<file path="src/design/memtest_pkg.sv">
// Shared widths, memory size, config register map and AXI channel types
// for the memory test subsystem. Modules pull these in with a wildcard
// import in their header.
package memtest_pkg;

   localparam int data_w          = 32;
   localparam int id_w            = 4;
   localparam int addr_w          = 32;
   localparam int mem_words       = 256;
   localparam int word_w          = $clog2(mem_words);  // word index, byte address bits [9:2]
   localparam int scrub_burst_len = 7;                  // beats per scrub burst minus one

   localparam logic [1:0] resp_okay = 2'b00;

   // config register byte offsets
   localparam logic [addr_w-1:0] cfg_ctrl   = 32'h00;
   localparam logic [addr_w-1:0] cfg_base   = 32'h04;
   localparam logic [addr_w-1:0] cfg_count  = 32'h08;
   localparam logic [addr_w-1:0] cfg_seed   = 32'h0C;
   localparam logic [addr_w-1:0] cfg_status = 32'h10;

   // port owner, also carried in the top two ID bits toward the memory
   typedef enum logic [1:0] {
      own_host  = 2'd0,
      own_gen   = 2'd1,
      own_scrub = 2'd2
   } owner_e;

   typedef struct packed {
      logic [id_w-1:0]   id;
      logic [addr_w-1:0] addr;
      logic [7:0]        len;
   } axi_aw_t;

   typedef axi_aw_t axi_ar_t;

   typedef struct packed {
      logic [data_w-1:0]   data;
      logic [data_w/8-1:0] strb;
      logic                last;
   } axi_w_t;

   typedef struct packed {
      logic [id_w-1:0] id;
      logic [1:0]      resp;
   } axi_b_t;

   typedef struct packed {
      logic [id_w-1:0]   id;
      logic [data_w-1:0] data;
      logic [1:0]        resp;
      logic              last;
   } axi_r_t;

endpackage

</file>
<file path="src/design/mem_scrubber.sv">
// Memory scrubber. While scrub_enable is held it writes zero over the whole
// memory in fixed bursts, one burst at a time, and then holds scrub_done
// until enable drops. Dropping enable also rewinds it to address 0.
module mem_scrubber
   import memtest_pkg::*;
(
   input  logic    clk,
   input  logic    rst_n,
   input  logic    scrub_enable,
   output axi_aw_t aw,
   output logic    aw_valid,
   input  logic    aw_ready,
   output axi_w_t  w,
   output logic    w_valid,
   input  logic    w_ready,
   input  axi_b_t  b,
   input  logic    b_valid,
   output logic    b_ready,
   output logic    scrub_done
);

   typedef enum logic [2:0] {s_idle, s_aw, s_w, s_b, s_done} state_e;

   state_e            state_q;
   logic [addr_w-1:0] addr_q;
   logic [7:0]        beat_q;
   logic              last_burst;

   assign last_burst = addr_q == addr_w'((mem_words - scrub_burst_len - 1) * 4);

   always_ff @(posedge clk or negedge rst_n) begin
      if (!rst_n) begin
         state_q <= s_idle;
         addr_q  <= '0;
         beat_q  <= '0;
      end else begin
         unique case (state_q)
            s_idle: if (scrub_enable) state_q <= s_aw;
            s_aw: if (aw_ready) begin
               state_q <= s_w;
               beat_q  <= '0;
            end
            s_w: if (w_ready) begin
               beat_q <= beat_q + 8'd1;
               if (w.last) state_q <= s_b;
            end
            s_b: if (b_valid) begin
               if (b.resp != resp_okay) begin
                  state_q <= s_aw;  // error response, write the same burst again
               end else if (last_burst) begin
                  state_q <= s_done;
               end else begin
                  addr_q  <= scrub_enable ? addr_q + addr_w'((scrub_burst_len + 1) * 4) : '0;
                  state_q <= scrub_enable ? s_aw : s_idle;
               end
            end
            s_done: if (!scrub_enable) begin
               state_q <= s_idle;
               addr_q  <= '0;
            end
            default: state_q <= s_idle;
         endcase
      end
   end

   assign aw         = '{id: '0, addr: addr_q, len: 8'(scrub_burst_len)};
   assign w          = '{data: '0, strb: '1, last: beat_q == 8'(scrub_burst_len)};
   assign aw_valid   = state_q == s_aw;
   assign w_valid    = state_q == s_w;
   assign b_ready    = state_q == s_b;
   assign scrub_done = state_q == s_done;

endmodule

</file>
<file path="config.mk">
export PLATFORM = sky130hd
export DESIGN_NAME = mem_scrubber
export DESIGN_NICKNAME = d
export VERILOG_FILES = /design/src/design/memtest_pkg.sv /design/src/design/mem_scrubber.sv
export SDC_FILE = /design/constraint.sdc
export NUM_CORES = 1
export LEC_CHECK = 0
export ABC_CLOCK_PERIOD_IN_PS = 2080
export BUFFER_PORTS_ARGS = -buffer_cell sky130_fd_sc_hd__buf_2
export CAP_MARGIN = 30
export CORE_MARGIN = 3
export CORE_UTILIZATION = 30
export DETAILED_ROUTE_END_ITERATION = 8
export HOLD_SLACK_MARGIN = 0.02
export SLEW_MARGIN = 20
export SYNTH_ARGS = -nofsm -noshare
export SYNTH_HDL_FRONTEND = slang
export SYNTH_SLANG_ARGS = --single-unit
</file>
<file path="constraint.sdc">
create_clock -name clk -period 2.08 [get_ports clk]
set_input_delay 0.312 -clock clk [delete_from_list [all_inputs] [get_ports clk]]
set_output_delay 0.312 -clock clk [all_outputs]
set_load 0.02 [all_outputs]
</file>
==> impl_metrics.json, run 1 <==
{
  "period_share": 0.9489,
  "ant_nets": 0,
  "synthArstFlopShare": 1.000,
  "antenna_cells": 0,
  "required_ps": 1770,
  "multiInputGateArea_mm2": 0.001509,
  "fmax_ghz": 0.5066,
  "antenna_found_initial": 0,
  "slew_violations": 0,
  "routed_via_density": 5.031,
  "dieArea_mm2": 0.01046,
  "final_cell_area_mm2": 0.003119,
  "cp_slowest_cell": "or4_1",
  "placed_area_mm2": 0.002995,
  "setup_violations": 0,
  "setup_tns_ps": 0,
  "layout_commonest_cell": "conb_1",
  "fin_skew_ps": 4.142,
  "h-tree-depth": 2,
  "post-cts-setup-buffers": 0,
  "fp.coreArea_mm2": 0.008848,
  "overflow": 0,
  "power.density_mw_per_mm2": 683.8,
  "status": "finished, final reports clean",
  "synthCells": 320,
  "clockBufferDepth": 2,
  "num_rows": 34,
  "firstDrtPassIters": 5,
  "crit_chain": "or4_1 -> nor3_1 -> buf_2",
  "grt_first_pass_wirelength_um": 11020,
  "wl_per_cell_um": 14.23,
  "drcViolationCount": 0,
  "start_util": 0.3142,
  "cts_tree": "done",
  "grt_pass1_vias": 2125,
  "port_buffers": 39,
  "syn_to_final_growth_pct": 12.20,
  "worst_slack_ps": 106.2,
  "drt-initial-drc-count": 187,
  "path_class": "flop to primary output",
  "cts_made_buffers": 5,
  "fin_nets": 386,
  "maxCapViolCount": 0,
  "startpoint_type": "flop",
  "die_h_um": 102.3,
  "syn_area_mm2": 0.002780,
  "post-dp-hpwl_um": 5049,
  "slowest_delay_ps": 580,
  "drt_wl_total_um": 6845,
  "irDropWorstVdd_uv": 467.5,
  "ys_types": 50,
  "critPathMaxFanout": 5,
  "yosys_warnings": 0,
  "pin_count": 97,
  "nFillCells": 926,
  "yosysSeqAreaShare": 0.3420,
  "hold_viol": 0,
  "synth_flop_cell": "dfrtp_1",
  "power.leakage_nw": 1.461,
  "clkTransAtPathRegs_ps": 80,
  "numClockSinks": 38,
  "worst_setup_path_end_kind": "primary output",
  "synth_area_leader_cell": "dfrtp_1",
  "critical_path_buf_inv_count": 1,
  "dpl_worst_slack_ps": 213.6,
  "seq_area_um2": 950.9,
  "synth.area.top_cells": "dfrtp_1 (34%), buf_4 (15%), o21ai_1 (5.0%)",
  "synth-edff-count": 0,
  "path_delay_family": "simple AND/OR/NAND/NOR gates",
  "ys_ff_latch": 38,
  "synth_top_area_share": 0.3420,
  "mostFrequentLayoutCells": "conb_1 (53), buf_2 (39), dfrtp_1 (38), o21ai_1 (28), nand2_1 (27)",
  "grt.total_usage": 0.1311,
  "syn_avg_cell_area_um2": 8.688,
  "period_needed_ps": 1974,
  "grt_max_degree": 23,
  "gp_congestion": 0.8623,
  "vias": 2420,
  "rsz0062_at_grt": "false",
  "drive_gt1_frac": 0.2413,
  "clockRootBuffer": "clkbuf_8",
  "die_x_um": 102.3,
  "crit_arrival_ps": 1660,
  "worstSkewPairLatency_ps": 290,
  "hp-class": "input port to flop"
}
per-stage QoR:
step	hold slack, ps	total power, mW	utilization	instances
after floorplan	16.41	1.479	-	371
after global placement	160.0	1.584	0.3385	472
after detailed placement	162.2	1.598	0.3385	472
after CTS	241.3	2.141	0.3500	481
after global routing	268.7	2.295	0.3525	481
final	243.0	2.133	0.3525	481
where the power goes:
| group | internal, mW | leakage, nW | switching [mW] |
|---|---|---|---|
| Combinational | 0.255 | 0.891 | 0.451 |
| Clock | 0.268 | 0.0482 | 0.275 |
| Sequential | 0.801 | 0.521 | 0.0834 |
routing by layer:
layer | up-vias | share of wire | global-route usage
li1 | 1169 | - | -
met2 | 77 | 0.48 | 0.2024
met4 | 0 | 0.0067 | 0.01615
met5 | - | 0 | 0
met3 | 6 | 0.065 | 0.04096
met1 | 1168 | 0.45 | 0.1858
flip-flops by register name, indices dropped and copies added, names as in the netlist:
name	flops
addr_q	27
beat_q	8
state_q	3
repair_timing:
item | 4_1_cts | 5_1_grt
endpoints found under the setup margin | 0 | 4
gates resized for setup | 0 | 3
hold buffers | 1 | 0
hold endpoints to repair | 5 | 0
synth_stat cells, types with 4 or more instances:
cell     number
nor2_1       20
o21ai_1      28
buf_4        54
buf_2        10
and3_1        4
dfrtp_1      38
a31oi_1      10
nor4_2        5
nand4_1      10
nor3_1        4
inv_1         5
and2_1        4
a21oi_1       9
nand3_1      16
nand2_1      27
o31ai_1       8
a41oi_1      10
o21ai_0      16
worst paths after layout:
path,startpoint,cells past startpoint,slack [ps],endpoint
worst max-delay path,beat_q[4],3,110,w[0]
worst max register to register,beat_q[4],5,210,state_q[0]
min in group asynchronous,rst_n,2,380,beat_q[6]
worst min-delay path,b_valid,2,240,state_q[1]
max in group asynchronous,rst_n,3,1210,addr_q[9]
worst min register to register,beat_q[1],2,530,beat_q[1]
kinds of logic after synthesis:
family | Yosys count | share of synthesized area
DFF | 38 | 0.3420
adders and majority gates | 2 | 0.008999
buffers and inverters | 76 | 0.1922
and+or+nand+nor | 105 | 0.2282
other | 2 | 0.002701
muxes | 3 | 0.01170
AOI/OAI and AO/OA | 92 | 0.2079
xor gates and xnor gates | 2 | 0.006302
cell type report:
cell class / instances / area share
repair buffers: 64 / 0.1316
multi-input cells: 257 / 0.4838
inverters: 6 / 0.007220
clock inverters: 1 / 0.001604
clock buffers: 7 / 0.02768
well taps: 108 / 0.04332
flip-flops and latches: 38 / 0.3049
Power figures use the tool's default switching activity.
==> run 2, diff against run 1 <==
--- a/config.mk
+++ b/config.mk
@@ -9,9 +9,10 @@
 export BUFFER_PORTS_ARGS = -buffer_cell sky130_fd_sc_hd__buf_2
 export CAP_MARGIN = 30
 export CORE_MARGIN = 3
-export CORE_UTILIZATION = 30
+export CORE_UTILIZATION = 44
 export DETAILED_ROUTE_END_ITERATION = 8
 export HOLD_SLACK_MARGIN = 0.02
+export PLACE_DENSITY = 0.72
 export SLEW_MARGIN = 20
 export SYNTH_ARGS = -nofsm -noshare
 export SYNTH_HDL_FRONTEND = slang
==> constraint.sdc (replaced) <==
create_clock -name clk -period 2.08 [get_ports clk]
set_input_delay 0.104 -clock clk [delete_from_list [all_inputs] [get_ports clk]]
set_output_delay 0.104 -clock clk [all_outputs]
set_load 0.02 [all_outputs]
==> impl_metrics.json, run 2 (synthesis results as in run 1) <==
{
  "status": "finished, final reports clean",
  "num_rows": 28,
  "drt-initial-drc-count": 185,
  "worstSkewPairLatency_ps": 290,
  "slew_violations": 0,
  "hold_viol": 0,
  "setup_tns_ps": 0,
  "relSlewSlack": 0.6292,
  "critPathMaxFanout": 14,
  "clockBufferDepth": 2,
  "syn_to_final_growth_pct": 9.091,
  "required_ps": 2250,
  "top_regs": "addr_q (27), beat_q (8), state_q (3)",
  "overflow": 0,
  "period_share": 0.9281,
  "period_needed_ps": 1930,
  "fin_skew_ps": 6.050,
  "power_frac_comb": 0.305,
  "antenna_cells": 0,
  "dieArea_mm2": 0.007309,
  "rsz0062_at_grt": "false",
  "post-dp-hpwl_um": 4641,
  "maxCapViolCount": 0,
  "startpoint_type": "flop",
  "gp_congestion": 0.8774,
  "min_from": "b_valid",
  "crit_arrival_ps": 2100,
  "wl_per_cell_um": 14.45,
  "p_switching_mw": 0.7717,
  "power.density_mw_per_mm2": 678.4,
  "fp.coreArea_mm2": 0.006026,
  "whs_ps": 48.59,
  "hold_depth": 2,
  "internal_power_mw": 1.286,
  "fin_nets": 382,
  "h-tree-depth": 2,
  "largest_reg_flops": 27,
  "seq_area_um2": 952.2,
  "clockRootBuffer": "clkbuf_8",
  "firstDrtPassIters": 4,
  "layout_commonest_cell": "conb_1",
  "swShare": 0.3751,
  "seq_power_share": 0.450,
  "power.leakage_nw": 1.421,
  "placed_area_mm2": 0.002917,
  "grt_first_pass_wirelength_um": 10580,
  "irDropWorstVdd_uv": 534.6,
  "grt_max_degree": 39,
  "post-cts-setup-buffers": 0,
  "whs_endpoint": "state_q[1]",
  "mostFrequentLayoutCells": "conb_1 (53), buf_2 (39), dfrtp_1 (37), o21ai_1 (28), nand2_1 (27)",
  "pin_count": 97,
  "r2r-end": "addr_q[9]",
  "grt_pass1_vias": 2166,
  "ant_nets": 0,
  "r2r_cells": 6,
  "vias": 2420,
  "rrSetupSlack_ps": 150,
  "pwr-share-clk": 0.246,
  "setup_violations": 0,
  "die_x_um": 85.49,
  "worst_slack_ps": 149.6,
  "die_h_um": 85.49,
  "stdcell_count": 442,
  "dpl_worst_slack_ps": 150.2,
  "port_buffers": 39,
  "r2r_start": "addr_q[12]",
  "drive_gt1_frac": 0.2316,
  "dp_cells": 434,
  "hp-class": "input port to flop",
  "final_cell_area_mm2": 0.003033,
  "grt.total_usage": 0.1758,
  "antenna_found_initial": 0,
  "routed_via_density": 5.475,
  "multiInputGateArea_mm2": 0.001489,
  "numClockSinks": 38,
  "fmax_ghz": 0.5180,
  "path_class": "flop to flop",
  "drt_wl_total_um": 6388,
  "largest_register": "addr_q",
  "cts_made_buffers": 5,
  "nFillCells": 576,
  "drcViolationCount": 0,
  "start_util": 0.4614,
  "worst_setup_path_end_kind": "flop",
  "clkTransAtPathRegs_ps": 70,
  "cts_tree": "done",
  "worstMarginPinSlew_ps": 551.1
}
[run 2: worst max path at each step]
stage / startpoint / end / cells past startpoint
after floorplan: addr_q[11] / addr_q[5] / 7
after global placement: addr_q[12] / addr_q[9] / 6
after detailed placement: addr_q[12] / addr_q[9] / 6
after CTS: addr_q[12] / addr_q[9] / 6
after global routing: addr_q[12] / addr_q[9] / 6
final: addr_q[12] / addr_q[9] / 6
[run 2: power groups by stage]
stage               Clock (mW)  Sequential (mW)  Combinational (mW)
finish                   0.505            0.925               0.627
global route             0.559            0.945               0.704
CTS                      0.521            0.922               0.623
detailed placement           0            0.937               0.619
global placement             0            0.931               0.608
floorplan                    0            0.894               0.585
[run 2: worst max-delay path, stage by stage, from the launching register on]
cell,delay [ps]
dfrtp_1,450
nor4_2,400
nand4_2,200
o211a_1,320
buf_12,170
a41oi_1,210
a31oi_1,60
[run 2: what timing repair did]
item	CTS	global route
hold endpoints to repair	38	0
hold buffers	1	0
resized for setup	0	2
endpoints found under the setup margin	0	3
[run 2: final cells by class]
class                           count  area share
Inverter                            6    0.007426
Multi-Input combinational cell    257      0.4909
Clock buffer                        6     0.02723
Tap cell                           75     0.03094
Sequential cell                    38      0.3139
Timing Repair Buffer               60      0.1295
[run 2: per-stage QoR]
stage / power, mW / utilization
2_1_floorplan: 1.479 / -
3_3_place_gp: 1.540 / 0.4840
3_5_place_dp: 1.556 / 0.4840
4_1_cts: 2.066 / 0.4994
5_1_grt: 2.208 / 0.5033
6_report: 2.057 / 0.5033
[run 2: layer usage]
layer / up-vias / wire (um) / GRT usage
li1: 1160 / - / -
met1: 1170 / 2829 / 0.2486
met2: 84 / 3100 / 0.2726
met3: 6 / 414 / 0.03074
met4: 0 / 44 / 0.05899
met5: - / 0 / 0
==> run 3, diff against run 2 <==
==> constraint.sdc (replaced) <==
create_clock -name clk -period 2.08 [get_ports clk]
set_input_delay 0.208 -clock clk [delete_from_list [all_inputs] [get_ports clk]]
set_output_delay 0.208 -clock clk [all_outputs]
set_load 0.02 [all_outputs]
==> impl_metrics.json, run 3 (synthesis results as in run 1) <==
{
  "slew_violations": 0,
  "clkTransAtPathRegs_ps": 80,
  "period_share": 0.9226,
  "vias": 2418,
  "drt_wl_total_um": 6433,
  "top_regs": "addr_q (27), beat_q (8), state_q (3)",
  "critPathMaxFanout": 14,
  "hp-class": "input port to flop",
  "irDropWorstVdd_uv": 488.7,
  "routed_via_density": 5.434,
  "maxCapViolCount": 0,
  "holdBufCountCts": 0,
  "layout_commonest_cell": "conb_1",
  "relSlewSlack": 0.6340,
  "mostFrequentLayoutCells": "conb_1 (53), buf_2 (39), dfrtp_1 (38), o21ai_1 (28), nand2_1 (27)",
  "power.density_mw_per_mm2": 715.6,
  "antenna_cells": 0,
  "cts_made_buffers": 5,
  "required_ps": 2240,
  "h-tree-depth": 2,
  "path_class": "flop to flop",
  "drive_gt1_frac": 0.2324,
  "hold_viol": 0,
  "gp_congestion": 0.8587,
  "setup_tns_ps": 0,
  "numClockSinks": 38,
  "start_util": 0.4614,
  "post-dp-hpwl_um": 4706,
  "crit_arrival_ps": 2080,
  "largest_reg_flops": 27,
  "worst_setup_path_end_kind": "flop",
  "cts_tree": "done",
  "fp.coreArea_mm2": 0.006026,
  "fmax_ghz": 0.5211,
  "period_needed_ps": 1919,
  "die_x_um": 85.49,
  "grt_pass1_vias": 2128,
  "ant_nets": 0,
  "pin_count": 97,
  "status": "finished, final reports clean",
  "syn_to_final_growth_pct": 10.17,
  "rsz0062_at_grt": "false",
  "largest_register": "addr_q",
  "firstDrtPassIters": 4,
  "drt-initial-drc-count": 157,
  "whs_ps": 137.2,
  "post-cts-setup-buffers": 0,
  "fin_skew_ps": 5.618,
  "clockRootBuffer": "clkbuf_8",
  "cts-resized-gates": 0,
  "grt_first_pass_wirelength_um": 10490,
  "setup_violations": 0,
  "clockBufferDepth": 2,
  "die_h_um": 85.49,
  "startpoint_type": "flop",
  "drcViolationCount": 0,
  "power.leakage_nw": 1.435,
  "grt_max_degree": 39,
  "dieArea_mm2": 0.007309,
  "port_buffers": 39,
  "overflow": 0,
  "worstSkewPairLatency_ps": 290,
  "nFillCells": 588,
  "fin_nets": 383,
  "final_util": 0.5083,
  "wl_per_cell_um": 14.46,
  "antenna_found_initial": 0,
  "worstMarginPinSlew_ps": 549.0,
  "grt.total_usage": 0.1752,
  "num_rows": 28
}
==> run 3: changes by cell type in the layout (fill, tap and decap cells not counted) <==
cell / change
clkbuf_8: -1
bufinv_16: +1
buf_12: -2
buf_16: +1
nor2_1: +1
clkinvlp_4: +2
dfrtp_2: -1
nor2_2: -1
dfrtp_1: +1
buf_4: +2
==> run 3: worst max-delay path: stages, from the launching register on <==
cell     delay, ps
dfrtp_1        450
nor4_2         370
nand4_2        190
o211a_1        290
buf_4          200
a41oi_1        220
a31oi_1         60
==> run 3: through the flow <==
stage | power (mW) | cell area, um^2 | setup WS, ps | std cells
final | 2.192 | 3063 | 160.9 | 445
after global routing | 2.323 | 3063 | 9.712 | 445
after CTS | 2.194 | 3025 | 154.2 | 443
after detailed placement | 1.555 | 2912 | 170.8 | 435
after global placement | 1.540 | 2912 | 223.2 | 435
after floorplan | 1.479 | 2972 | 177.7 | 371
==> run 3: cell type report <==
class | count | area, um^2 | share of cell area
Multi-Input combinational cell | 257 | 1486 | 0.4853
Sequential cell | 38 | 950.9 | 0.3105
Timing Repair Buffer | 61 | 395.4 | 0.1291
Tap cell | 75 | 93.84 | 0.03064
Clock buffer | 5 | 68.82 | 0.02247
Clock inverter | 3 | 45.04 | 0.01471
Inverter | 6 | 22.52 | 0.007353
==> run 3: worst paths after layout <==
| path | endpoint | cells past startpoint | start | slack, ps |
|---|---|---|---|---|
| max reg2reg | addr_q[9] | 6 | addr_q[12] | 160 |
| min in group asynchronous | beat_q[2] | 2 | rst_n | 430 |
| min reg2reg | beat_q[1] | 2 | beat_q[1] | 520 |
| max | addr_q[9] | 6 | addr_q[12] | 160 |
| max in group asynchronous | addr_q[30] | 3 | rst_n | 1170 |
| min | state_q[1] | 2 | b_valid | 140 |
==> run 3: power breakdown <==
| group | switching, mW | total (mW) | leakage, nW | internal, mW |
|---|---|---|---|---|
| clock network | 0.286 | 0.643 | 0.0504 | 0.357 |
| registers | 0.116 | 0.917 | 0.521 | 0.800 |
| logic | 0.403 | 0.633 | 0.864 | 0.229 |
| total | 0.805 | 2.19 | 1.44 | 1.39 |
==> run 3: per-layer routing <==
metal | GRT usage | up-vias | part of all wire
met5 | 0 | - | 0
met4 | 0.04604 | 0 | 0.010
met3 | 0.03170 | 7 | 0.066
met2 | 0.2782 | 90 | 0.48
met1 | 0.2471 | 1155 | 0.45
li1 | - | 1166 | -
